==> src/verilog/pco_pkg.sv <==
// pco node shared definitions

package pco_pkg;

	// controller FSM states
	typedef enum logic [2:0] {
		IDLE        = 3'd0, // after reset or while disabled
		DESYNC      = 3'd1, // tracking lead and slave resets
		SYNC_LEAD   = 3'd2, // duty window open as lead
		SYNC_SLAVE  = 3'd3, // duty window open as slave
		CHECK_LEAD  = 3'd4, // window closed, recheck lead
		CHECK_SLAVE = 3'd5  // window closed, recheck slave
	} ctrl_state_t;

	// counter fields in the config word, top field first
	typedef enum logic [2:0] {
		F_NDELAY    = 3'd0,
		F_NBLACKOUT = 3'd1,
		F_NCSTR     = 3'd2,
		F_NPCO      = 3'd3,
		F_NDUTYH    = 3'd4,
		F_NDUTYL    = 3'd5,
		F_NPULSE    = 3'd6,
		F_NDUTY     = 3'd7
	} cfg_field_e;

	// width of every pco and controller counter
	localparam int DEFAULT_CNTR_BITS = 13;

	// last index of the encoded sequence, so 16 bits sent
	localparam int DEFAULT_SEQ_LEN = 15;

	// counter fields packed below the encoded sequence
	localparam int NUM_CNTR_FIELDS = 8;

	// pco_en, pulsegen_en, ctrl_en and design_sel at the top
	localparam int NUM_ENABLE_BITS = 4;

endpackage

==> src/verilog/pco_config_spi.sv <==
// serial configuration register

`timescale 1ns/1ps

module pco_config_spi #(
	parameter int CNTR_BITS = pco_pkg::DEFAULT_CNTR_BITS,
	parameter int SEQ_LEN   = pco_pkg::DEFAULT_SEQ_LEN
) (
	input  logic                 clk,
	input  logic                 greset_n,
	input  logic                 spi_din,
	input  logic                 spi_shift,
	input  logic                 spi_load,
	output logic                 spi_dout,
	output logic                 pco_en,
	output logic                 pulsegen_en,
	output logic                 ctrl_en,
	output logic                 design_sel,
	output logic [0:SEQ_LEN]     encoded,
	output logic [CNTR_BITS-1:0] n_delay,
	output logic [CNTR_BITS-1:0] n_blackout,
	output logic [CNTR_BITS-1:0] n_cstr,
	output logic [CNTR_BITS-1:0] n_pco,
	output logic [CNTR_BITS-1:0] n_duty_hi,
	output logic [CNTR_BITS-1:0] n_duty_lo,
	output logic [CNTR_BITS-1:0] n_pulse,
	output logic [CNTR_BITS-1:0] n_duty
);

	localparam int FIELDS_W  = pco_pkg::NUM_CNTR_FIELDS * CNTR_BITS;
	localparam int EN_LSB    = FIELDS_W + SEQ_LEN + 1; // enables sit above the sequence
	localparam int CFG_WIDTH = pco_pkg::NUM_ENABLE_BITS + SEQ_LEN + 1 + FIELDS_W;

	logic [CFG_WIDTH-1:0] shadow_reg; // shifted from spi_din
	logic [CFG_WIDTH-1:0] active_reg; // what the stages see

	// lsb of a counter field, first enum value on top
	function automatic int field_lsb(input pco_pkg::cfg_field_e f);
		return (pco_pkg::NUM_CNTR_FIELDS - 1 - int'(f)) * CNTR_BITS;
	endfunction

	always_ff @(posedge clk) begin
		if (!greset_n) begin
			shadow_reg <= '0;
		end else if (spi_shift) begin
			shadow_reg <= {shadow_reg[CFG_WIDTH-2:0], spi_din}; // first bit ends at msb
		end
	end

	assign spi_dout = shadow_reg[CFG_WIDTH-1]; // oldest bit

	// strobe sampled in clk domain, copy lands on next edge
	always_ff @(posedge clk) begin
		if (!greset_n) begin
			active_reg <= '0;
		end else if (spi_load) begin
			active_reg <= shadow_reg;
		end
	end

	assign pco_en      = active_reg[EN_LSB];
	assign pulsegen_en = active_reg[EN_LSB + 1];
	assign ctrl_en     = active_reg[EN_LSB + 2];
	assign design_sel  = active_reg[EN_LSB + 3];
	assign encoded     = active_reg[FIELDS_W +: SEQ_LEN + 1]; // bit 0 is the high end

	assign n_delay    = active_reg[field_lsb(pco_pkg::F_NDELAY) +: CNTR_BITS];
	assign n_blackout = active_reg[field_lsb(pco_pkg::F_NBLACKOUT) +: CNTR_BITS];
	assign n_cstr     = active_reg[field_lsb(pco_pkg::F_NCSTR) +: CNTR_BITS];
	assign n_pco      = active_reg[field_lsb(pco_pkg::F_NPCO) +: CNTR_BITS];
	assign n_duty_hi  = active_reg[field_lsb(pco_pkg::F_NDUTYH) +: CNTR_BITS];
	assign n_duty_lo  = active_reg[field_lsb(pco_pkg::F_NDUTYL) +: CNTR_BITS];
	assign n_pulse    = active_reg[field_lsb(pco_pkg::F_NPULSE) +: CNTR_BITS];
	assign n_duty     = active_reg[field_lsb(pco_pkg::F_NDUTY) +: CNTR_BITS];

endmodule

==> src/verilog/pco_oscillator.sv <==
// pulse-coupled oscillator

`timescale 1ns/1ps

// progressively slowing trigger counter, period roughly
// ndelay + npco*(npco-1)/2 clocks since cntr_pco starts at 1
module pco_oscillator #(
	parameter int CNTR_BITS = pco_pkg::DEFAULT_CNTR_BITS
) (
	input  logic                 clk,
	input  logic                 greset_n,
	input  logic                 pco_en,
	input  logic                 design_sel,
	input  logic                 peak_in,
	input  logic [CNTR_BITS-1:0] n_delay,
	input  logic [CNTR_BITS-1:0] n_blackout,
	input  logic [CNTR_BITS-1:0] n_cstr,
	input  logic [CNTR_BITS-1:0] n_pco,
	output logic [CNTR_BITS-1:0] cntr_pco,
	output logic                 pco_pulse_out,
	output logic                 pco_pulse_type
);

	localparam logic [CNTR_BITS-1:0] ZERO = '0;
	localparam logic [CNTR_BITS-1:0] ONE  = {{(CNTR_BITS-1){1'b0}}, 1'b1};

	logic [2:0]           peak_sync; // 2 sync flops plus previous sample
	logic [CNTR_BITS-1:0] cntr_del;  // initial delay after each reset
	logic [CNTR_BITS-1:0] cntr_trig; // spacing between trigger ticks
	logic [CNTR_BITS:0]   coupled_sum; // one extra bit, no wrap
	logic                 cpulse;
	logic                 cpulse_rst;
	logic                 trig_en;
	logic                 trig_clk;
	logic                 trig_rst;
	logic                 pco_rst;

	// rising edge of synced peak, ignored inside blackout
	assign cpulse      = peak_sync[1] && !peak_sync[2] && (cntr_pco > n_blackout);
	assign coupled_sum = {1'b0, cntr_pco} + {1'b0, n_cstr};
	assign cpulse_rst  = coupled_sum >= {1'b0, n_pco};

	assign trig_en  = (cntr_del == n_delay);
	assign trig_clk = ((cntr_trig + ONE) == cntr_pco) && trig_en; // slows as phase grows
	assign trig_rst = (cntr_pco + ONE) == n_pco;

	// forced reset wins over overflow in the same cycle
	assign pco_rst        = pco_en && ((cpulse && cpulse_rst) || (trig_clk && trig_rst));
	assign pco_pulse_out  = pco_rst;
	assign pco_pulse_type = pco_en && cpulse && cpulse_rst;

	always_ff @(posedge clk) begin
		if (!greset_n) begin
			peak_sync <= 3'b000;
		end else if (pco_en) begin
			peak_sync <= {peak_sync[1:0], peak_in};
		end
	end

	always_ff @(posedge clk) begin
		if (!greset_n) begin
			cntr_del <= ZERO;
		end else if (pco_rst) begin
			cntr_del <= (design_sel && pco_pulse_type) ? ONE : ZERO; // shorter delay when coupled
		end else if (pco_en && (cntr_del != n_delay)) begin
			cntr_del <= cntr_del + ONE;
		end
	end

	always_ff @(posedge clk) begin
		if (!greset_n || pco_rst) begin
			cntr_trig <= ZERO;
		end else if (pco_en) begin
			if ((cntr_trig + ONE) == cntr_pco) begin
				cntr_trig <= ZERO; // wrap at current phase
			end else begin
				cntr_trig <= cntr_trig + ONE;
			end
		end
	end

	// phase counter
	always_ff @(posedge clk) begin
		if (!greset_n) begin
			cntr_pco <= ONE;
		end else if (pco_en) begin
			if (cpulse) begin
				if (cpulse_rst) begin
					cntr_pco <= ONE; // forced by neighbour
				end else begin
					cntr_pco <= coupled_sum[CNTR_BITS-1:0]; // jump by coupling strength
				end
			end else if (trig_clk) begin
				if (trig_rst) begin
					cntr_pco <= ONE; // natural overflow
				end else begin
					cntr_pco <= cntr_pco + ONE;
				end
			end
		end
	end

endmodule

==> src/verilog/duty_controller.sv <==
// duty cycling controller

`timescale 1ns/1ps

// natural reset -> lead candidate
// late forced reset (after ndutyh) -> slave candidate
// early forced reset -> probably a stray node, start over
module duty_controller #(
	parameter int CNTR_BITS = pco_pkg::DEFAULT_CNTR_BITS
) (
	input  logic                  clk,
	input  logic                  greset_n,
	input  logic                  ctrl_en,
	input  logic                  pco_pulse_out,
	input  logic                  pco_pulse_type,
	input  logic [CNTR_BITS-1:0]  cntr_pco,
	input  logic [CNTR_BITS-1:0]  n_duty_hi,
	input  logic [CNTR_BITS-1:0]  n_duty_lo,
	input  logic [CNTR_BITS-1:0]  n_pulse,
	input  logic [CNTR_BITS-1:0]  n_duty,
	output logic                  duty_out,
	output pco_pkg::ctrl_state_t  ctrl_state
);

	localparam logic [CNTR_BITS-1:0] ZERO = '0;
	localparam logic [CNTR_BITS-1:0] ONE  = {{(CNTR_BITS-1){1'b0}}, 1'b1};

	pco_pkg::ctrl_state_t next_state;
	logic [CNTR_BITS-1:0] cnt_lead;  // natural resets seen
	logic [CNTR_BITS-1:0] cnt_slave; // late forced resets seen
	logic [CNTR_BITS-1:0] cnt_duty;  // pulses spent synchronized
	logic                 natural_rst;
	logic                 forced_rst;
	logic                 synchronized;
	logic                 in_window;
	logic                 clr_track;
	logic                 clr_duty;

	assign natural_rst  = pco_pulse_out && !pco_pulse_type;
	assign forced_rst   = pco_pulse_out && pco_pulse_type;
	assign synchronized = (ctrl_state == pco_pkg::SYNC_LEAD) ||
		(ctrl_state == pco_pkg::SYNC_SLAVE);
	assign in_window    = (cntr_pco >= n_duty_lo) && (cntr_pco <= n_duty_hi);

	always_ff @(posedge clk) begin
		if (!greset_n) begin
			duty_out <= 1'b0;
		end else if (ctrl_en) begin
			duty_out <= in_window && synchronized; // one cycle behind the compare
		end
	end

	// reset tracker
	always_ff @(posedge clk) begin
		if (!greset_n) begin
			cnt_lead  <= ZERO;
			cnt_slave <= ZERO;
		end else if (ctrl_en) begin
			if (clr_track) begin
				cnt_lead  <= ZERO;
				cnt_slave <= ZERO;
			end else if (forced_rst) begin
				if (cntr_pco <= n_duty_hi) begin
					cnt_lead  <= ZERO; // premature, drop both
					cnt_slave <= ZERO;
				end else begin
					cnt_slave <= cnt_slave + ONE; // faster neighbour
				end
			end else if (natural_rst) begin
				cnt_lead <= cnt_lead + ONE; // fastest or alone
			end
		end
	end

	// duty duration, stops at n_duty
	always_ff @(posedge clk) begin
		if (!greset_n) begin
			cnt_duty <= ZERO;
		end else if (ctrl_en) begin
			if (clr_duty) begin
				cnt_duty <= ZERO;
			end else if (pco_pulse_out && synchronized && (cnt_duty < n_duty)) begin
				cnt_duty <= cnt_duty + ONE;
			end
		end
	end

	always_ff @(posedge clk) begin
		if (!greset_n) begin
			ctrl_state <= pco_pkg::IDLE;
		end else if (ctrl_en) begin
			ctrl_state <= next_state;
		end
	end

	always_comb begin
		next_state = ctrl_state;
		clr_track  = 1'b0;
		clr_duty   = 1'b0;
		case (ctrl_state)
			pco_pkg::IDLE: begin
				next_state = pco_pkg::DESYNC;
				clr_track  = 1'b1;
			end
			pco_pkg::DESYNC: begin
				if (cnt_lead == n_pulse) begin
					next_state = pco_pkg::SYNC_LEAD;
					clr_duty   = 1'b1;
				end else if (cnt_slave == n_pulse) begin
					next_state = pco_pkg::SYNC_SLAVE;
					clr_duty   = 1'b1;
				end
			end
			pco_pkg::SYNC_LEAD: begin
				if (cnt_duty >= n_duty) begin
					next_state = pco_pkg::CHECK_LEAD;
				end
			end
			pco_pkg::SYNC_SLAVE: begin
				if (cnt_duty >= n_duty) begin
					next_state = pco_pkg::CHECK_SLAVE;
				end
			end
			pco_pkg::CHECK_LEAD: begin
				if (natural_rst) begin
					next_state = pco_pkg::SYNC_LEAD; // still leading
					clr_duty   = 1'b1;
				end else if (forced_rst) begin
					next_state = pco_pkg::DESYNC;
					clr_track  = 1'b1;
				end
			end
			pco_pkg::CHECK_SLAVE: begin
				if (forced_rst) begin
					next_state = pco_pkg::SYNC_SLAVE; // still following
					clr_duty   = 1'b1;
				end else if (natural_rst) begin
					next_state = pco_pkg::DESYNC;
					clr_track  = 1'b1;
				end
			end
			default: begin
				next_state = pco_pkg::IDLE;
			end
		endcase
	end

endmodule

==> src/verilog/sequence_pulsegen.sv <==
// coding sequence pulse generator

`timescale 1ns/1ps

module sequence_pulsegen #(
	parameter int SEQ_LEN = pco_pkg::DEFAULT_SEQ_LEN
) (
	input  logic             clk,
	input  logic             greset_n,
	input  logic             pulsegen_en,
	input  logic             pco_pulse_out,
	input  logic [0:SEQ_LEN] encoded,
	output logic             pulsegen_out
);

	localparam int IDX_BITS = $clog2(SEQ_LEN + 1);
	localparam logic [IDX_BITS-1:0] FIRST = '0;
	localparam logic [IDX_BITS-1:0] LAST  = IDX_BITS'(SEQ_LEN);
	localparam logic [IDX_BITS-1:0] STEP  = {{(IDX_BITS-1){1'b0}}, 1'b1};

	logic [IDX_BITS-1:0] bit_idx; // rests at LAST when idle

	assign pulsegen_out = encoded[bit_idx]; // last bit held while idle

	always_ff @(posedge clk) begin
		if (!greset_n) begin
			bit_idx <= LAST;
		end else if (pulsegen_en) begin
			if (pco_pulse_out && (bit_idx == LAST)) begin
				bit_idx <= FIRST; // start only from idle
			end else if (bit_idx < LAST) begin
				bit_idx <= bit_idx + STEP;
			end
		end
	end

endmodule

==> src/verilog/pco_node_top.sv <==
// pco node top level

`timescale 1ns/1ps

module pco_node_top #(
	parameter int CNTR_BITS = pco_pkg::DEFAULT_CNTR_BITS,
	parameter int SEQ_LEN   = pco_pkg::DEFAULT_SEQ_LEN
) (
	input  logic                 clk,
	input  logic                 greset_n,
	input  logic                 spi_din,
	input  logic                 spi_shift,
	input  logic                 spi_load,
	input  logic                 peak_in,
	output logic                 spi_dout,
	output logic [CNTR_BITS-1:0] cntr_pco,
	output logic                 pco_pulse_out,
	output logic                 pco_pulse_type,
	output logic                 duty_out,
	output pco_pkg::ctrl_state_t ctrl_state,
	output logic                 pulsegen_out
);

	// enables and fields from the active register
	logic                 pco_en;
	logic                 pulsegen_en;
	logic                 ctrl_en;
	logic                 design_sel;
	logic [0:SEQ_LEN]     encoded;
	logic [CNTR_BITS-1:0] n_delay;
	logic [CNTR_BITS-1:0] n_blackout;
	logic [CNTR_BITS-1:0] n_cstr;
	logic [CNTR_BITS-1:0] n_pco;
	logic [CNTR_BITS-1:0] n_duty_hi;
	logic [CNTR_BITS-1:0] n_duty_lo;
	logic [CNTR_BITS-1:0] n_pulse;
	logic [CNTR_BITS-1:0] n_duty;

	pco_config_spi #(.CNTR_BITS(CNTR_BITS), .SEQ_LEN(SEQ_LEN)) i_config (
		.clk(clk), .greset_n(greset_n),
		.spi_din(spi_din), .spi_shift(spi_shift), .spi_load(spi_load), .spi_dout(spi_dout),
		.pco_en(pco_en), .pulsegen_en(pulsegen_en), .ctrl_en(ctrl_en),
		.design_sel(design_sel), .encoded(encoded),
		.n_delay(n_delay), .n_blackout(n_blackout), .n_cstr(n_cstr), .n_pco(n_pco),
		.n_duty_hi(n_duty_hi), .n_duty_lo(n_duty_lo), .n_pulse(n_pulse), .n_duty(n_duty)
	);

	pco_oscillator #(.CNTR_BITS(CNTR_BITS)) i_oscillator (
		.clk(clk), .greset_n(greset_n),
		.pco_en(pco_en), .design_sel(design_sel), .peak_in(peak_in),
		.n_delay(n_delay), .n_blackout(n_blackout), .n_cstr(n_cstr), .n_pco(n_pco),
		.cntr_pco(cntr_pco), .pco_pulse_out(pco_pulse_out), .pco_pulse_type(pco_pulse_type)
	);

	duty_controller #(.CNTR_BITS(CNTR_BITS)) i_controller (
		.clk(clk), .greset_n(greset_n), .ctrl_en(ctrl_en),
		.pco_pulse_out(pco_pulse_out), .pco_pulse_type(pco_pulse_type), .cntr_pco(cntr_pco),
		.n_duty_hi(n_duty_hi), .n_duty_lo(n_duty_lo), .n_pulse(n_pulse), .n_duty(n_duty),
		.duty_out(duty_out), .ctrl_state(ctrl_state)
	);

	// every pco reset tries to start a sequence
	sequence_pulsegen #(.SEQ_LEN(SEQ_LEN)) i_pulsegen (
		.clk(clk), .greset_n(greset_n), .pulsegen_en(pulsegen_en),
		.pco_pulse_out(pco_pulse_out), .encoded(encoded), .pulsegen_out(pulsegen_out)
	);

endmodule

==> config.mk <==
export PLATFORM = sky130hd
export DESIGN_NAME = pco_node_top
export DESIGN_NICKNAME = d
export VERILOG_FILES = /design/src/verilog/pco_pkg.sv /design/src/verilog/pco_config_spi.sv /design/src/verilog/pco_oscillator.sv /design/src/verilog/duty_controller.sv /design/src/verilog/sequence_pulsegen.sv /design/src/verilog/pco_node_top.sv
export SDC_FILE = /design/constraint.sdc
export NUM_CORES = 1
export LEC_CHECK = 0
export BUFFER_PORTS_ARGS = -buffer_cell sky130_fd_sc_hd__buf_2
export CAP_MARGIN = 40
export CORE_ASPECT_RATIO = 1.2
export CORE_MARGIN = 1
export CORE_UTILIZATION = 59
export CTS_CLUSTER_DIAMETER = 50
export CTS_CLUSTER_SIZE = 8
export DETAILED_ROUTE_END_ITERATION = 10
export HOLD_SLACK_MARGIN = 0.03
export PLACE_DENSITY_LB_ADDON = 0.1
export SETUP_SLACK_MARGIN = 0.05
export SKIP_LAST_GASP = 1
export SLEW_MARGIN = 20
export SYNTH_ARGS = -nofsm -noshare
export SYNTH_HDL_FRONTEND = slang
export SYNTH_SLANG_ARGS = --single-unit
==> constraint.sdc <==
create_clock -name clk -period 6.4 [get_ports clk]
set_clock_uncertainty 0.15 [all_clocks]
set_input_delay 0.64 -clock clk [delete_from_list [all_inputs] [get_ports clk]]
set_output_delay 0.64 -clock clk [all_outputs]
set_load 0.01 [all_outputs]
==> impl_metrics.yaml <==
status:
  status: "finished, final reports clean"
setup_path:
  cp.required_ns: 5.61
  reg2reg_depth: 19
  cp-start-kind: "flop"
  worstSetupEndpoint: "pco_pulse_out"
  crit_path_cell_trace: "ha_1 -> fa_1 -> a21o_1 -> a21oi_1 -> o21ai_0 -> a211oi_1 -> o31ai_1 -> a31oi_1 -> xnor2_1 -> ha_1 -> a211oi_1 -> o21ai_0 -> a211o_1 -> o211ai_1 -> buf_4 -> o21a_2 -> inv_2 -> buf_2"
  setup.worst_path.end_class: "primary output"
  critical_path_class: "reg2out"
  critPathLaunch: "i_oscillator.cntr_pco[0]"
  cp_max_fo: 10
  slowest_stage: "dfxtp_1"
  r2r_slack_ns: 0.78
  rr_endpoint: "i_controller.cnt_duty[2]"
  r2r-start: "i_oscillator.cntr_pco[0]"
  max_stage_delay_ns: 0.40
  critPathArrivalTime_ns: 5.08
layout:
  n_fill_cell: 2346
  nNetsFinal: 1953
  num_antenna_cells: 0
  syn_to_final_growth_pct: 11.5
  layout.cells.most_common: "dfxtp_1"
  stdcell_count: 2245
  final_cell_mix: "337 x dfxtp_1, 323 x nor2_1, 258 x mux2i_1"
  drive_above_1_share: 0.0766
detailed_routing:
  ant_nets: 0
  dr_total_vias: 12900
  first_pass_iters: 5
  drc_errors: 0
  wirelength_um: 37700
  wl_per_cell_um: 16.8
  drtIter0Drc: 768
  viasPerCell: 5.76
sta:
  report.final.slew_viol_count: 0
  setup-tns-final_ns: 0
  finalWorstSetupSlack_ns: 0.531
  max_freq_ghz: 0.170
  tightest_slew_ns: 0.886
  fin_crit_sh: 0.917
  setup_viol: 0
  whs_ns: 0.207
  relSlewSlack: 0.406
  fin_crit_ns: 5.87
  grt_setup_unrepaired: "no"
  hold_violations: 0
logic_synthesis:
  synth.distinct_cells: 74
  ys.warnings.count: 0
  syn_nets: 1944
  yosysSeqAreaShare: 0.402
  netlist_area_um2: 16800
  syn_inst: 1852
  synth-edff-count: 0
  postSynthAreaPerCell_um2: 9.07
  synthFlopType: "dfxtp_1"
  async_reset_ff_frac: 0
  ys_ff_latch: 337
power:
  irDropWorstVdd_mv: 0.205
  powerDensity_nw_per_um2: 243
  p_leak_uw: 0.00804
global_route:
  grt_max_degree: 97
  antenna_found_initial: 0
  grt-ovfl-total: 0
  grt_pass1_wl_um: 62500
  grt_pass1_vias: 12700
  track_usage: 0.263
clock_tree:
  root_buffer: "clkbuf_16"
  cts_inserted_buffers: 49
  clkTransAtPathRegs_ns: 0.05
  ctsHoldBuffers: 0
  clock_path_buffers: 3
  cts_max_level: 2
  cts_tree: "done"
  clock_sinks: 337
  post-cts-setup-buffer-count: 0
  insertion_delay_ns: 0.55
placement:
  io_buffers: 26
  place_inst: 2187
  dpl.hpwl_um: 25600
  gp_congestion: 0.884
  place_ws_ns: 0.734
die:
  die_area_um2: 29200
  core_region_area_um2: 28000
  rows: 67
  num_io_pins: 27
  die_h_um: 187
  initial_utilization: 0.600
  die_w_um: 156
run:
  max-cap-violations: 0
worst_hold_path:
  hold_class: "in2reg"
## routing by layer
layer  GRT usage  share of wire
met1       0.330           0.44
met2       0.455           0.49
met3      0.0408          0.041
met4      0.0879          0.025
met5           0              0
## report_power, final
part	total (uW)	internal (uW)	switching (uW)
sequential	2110	2110	3.96
clock	2290	1430	861
combinational	149	55.4	93.3
total	4550	3590	958
## layout make-up
class	instances	area, um^2	area share
sequential	337	6750	0.360
multi-input combinational	1329	9350	0.499
clock inverter	3	55.1	0.00294
clock buffer	53	1280	0.0685
tap	379	474	0.0253
timing repair buffer	56	483	0.0258
inverter	88	338	0.0180
## metrics by stage
| step | total power (uW) | utilization | cell area [um^2] |
|---|---|---|---|
| floorplan | 2260 | - | 16800 |
| global placement | 2290 | 0.615 | 17200 |
| detailed placement | 2300 | 0.620 | 17400 |
| CTS | 4600 | 0.668 | 18700 |
| global route | 4700 | 0.669 | 18700 |
| finish | 4550 | 0.669 | 18700 |
## critical path: cells and delay by family, from the launching register on
family	cells	cell delay (ns)
AOI/OAI and AO/OA	11	2.50
adders and majority gates	3	0.95
buffers and inverters	3	0.50
DFF	1	0.40
xor gates and xnor gates	1	0.17
## how the worst min path moves through the flow
stage               cells past startpoint                        from                          to
floorplan                               2   i_oscillator.peak_sync[2]   i_oscillator.peak_sync[2]
global placement                        2  i_oscillator.cntr_trig[12]  i_oscillator.cntr_trig[12]
detailed placement                      2   i_controller.cnt_duty[12]   i_controller.cnt_duty[12]
CTS                                     3                     spi_din      i_config.shadow_reg[0]
global route                            3                     peak_in   i_oscillator.peak_sync[0]
finish                                  3                     peak_in   i_oscillator.peak_sync[0]
## timing repair
| action | in CTS | in global routing |
|---|---|---|
| resized for setup | 0 | 1 |
| endpoints found under the hold margin | 0 | 0 |
| setup endpoints to repair | 0 | 1 |
## cell families (layout without fill, tap and decap cells)
| logic type | count (synthesis) | count (layout) | synth area share |
|---|---|---|---|
| AND/OR/NAND/NOR | 617 | 617 | 0.171 |
| XOR/XNOR | 106 | 106 | 0.0561 |
| buffers and inverters | 186 | 200 | 0.0421 |
| flip-flops | 337 | 337 | 0.402 |
| adder cells (fa/ha/maj) | 86 | 86 | 0.0645 |
| multiplexers | 264 | 264 | 0.161 |
| AO/OA/AOI/OAI | 256 | 256 | 0.104 |
## synthesized netlist by cell type (12+ instances only)
| cell | instances | area share |
|---|---|---|
| o21a_1 | 13 | 0.0058 |
| nor2_1 | 323 | 0.072 |
| o21ai_0 | 58 | 0.017 |
| nand4_1 | 26 | 0.0097 |
| and3_1 | 26 | 0.0097 |
| nand3_1 | 38 | 0.011 |
| xor2_1 | 47 | 0.025 |
| dfxtp_1 | 337 | 0.40 |
| buf_1 | 19 | 0.0042 |
| inv_1 | 87 | 0.019 |
| a22oi_1 | 12 | 0.0054 |
| clkbuf_1 | 72 | 0.016 |
| a211oi_1 | 13 | 0.0058 |
| xnor2_1 | 58 | 0.030 |
| and2_1 | 14 | 0.0052 |
| a21oi_1 | 52 | 0.015 |
| ha_1 | 85 | 0.063 |
| nand2_1 | 71 | 0.016 |
| nor4_1 | 16 | 0.0060 |
| nor3_1 | 35 | 0.010 |
| or4_1 | 15 | 0.0067 |
| o31ai_1 | 19 | 0.0085 |
| a21o_1 | 15 | 0.0067 |
| mux2i_1 | 258 | 0.15 |
No activity file was read; power rests on OpenSTA's default activity.
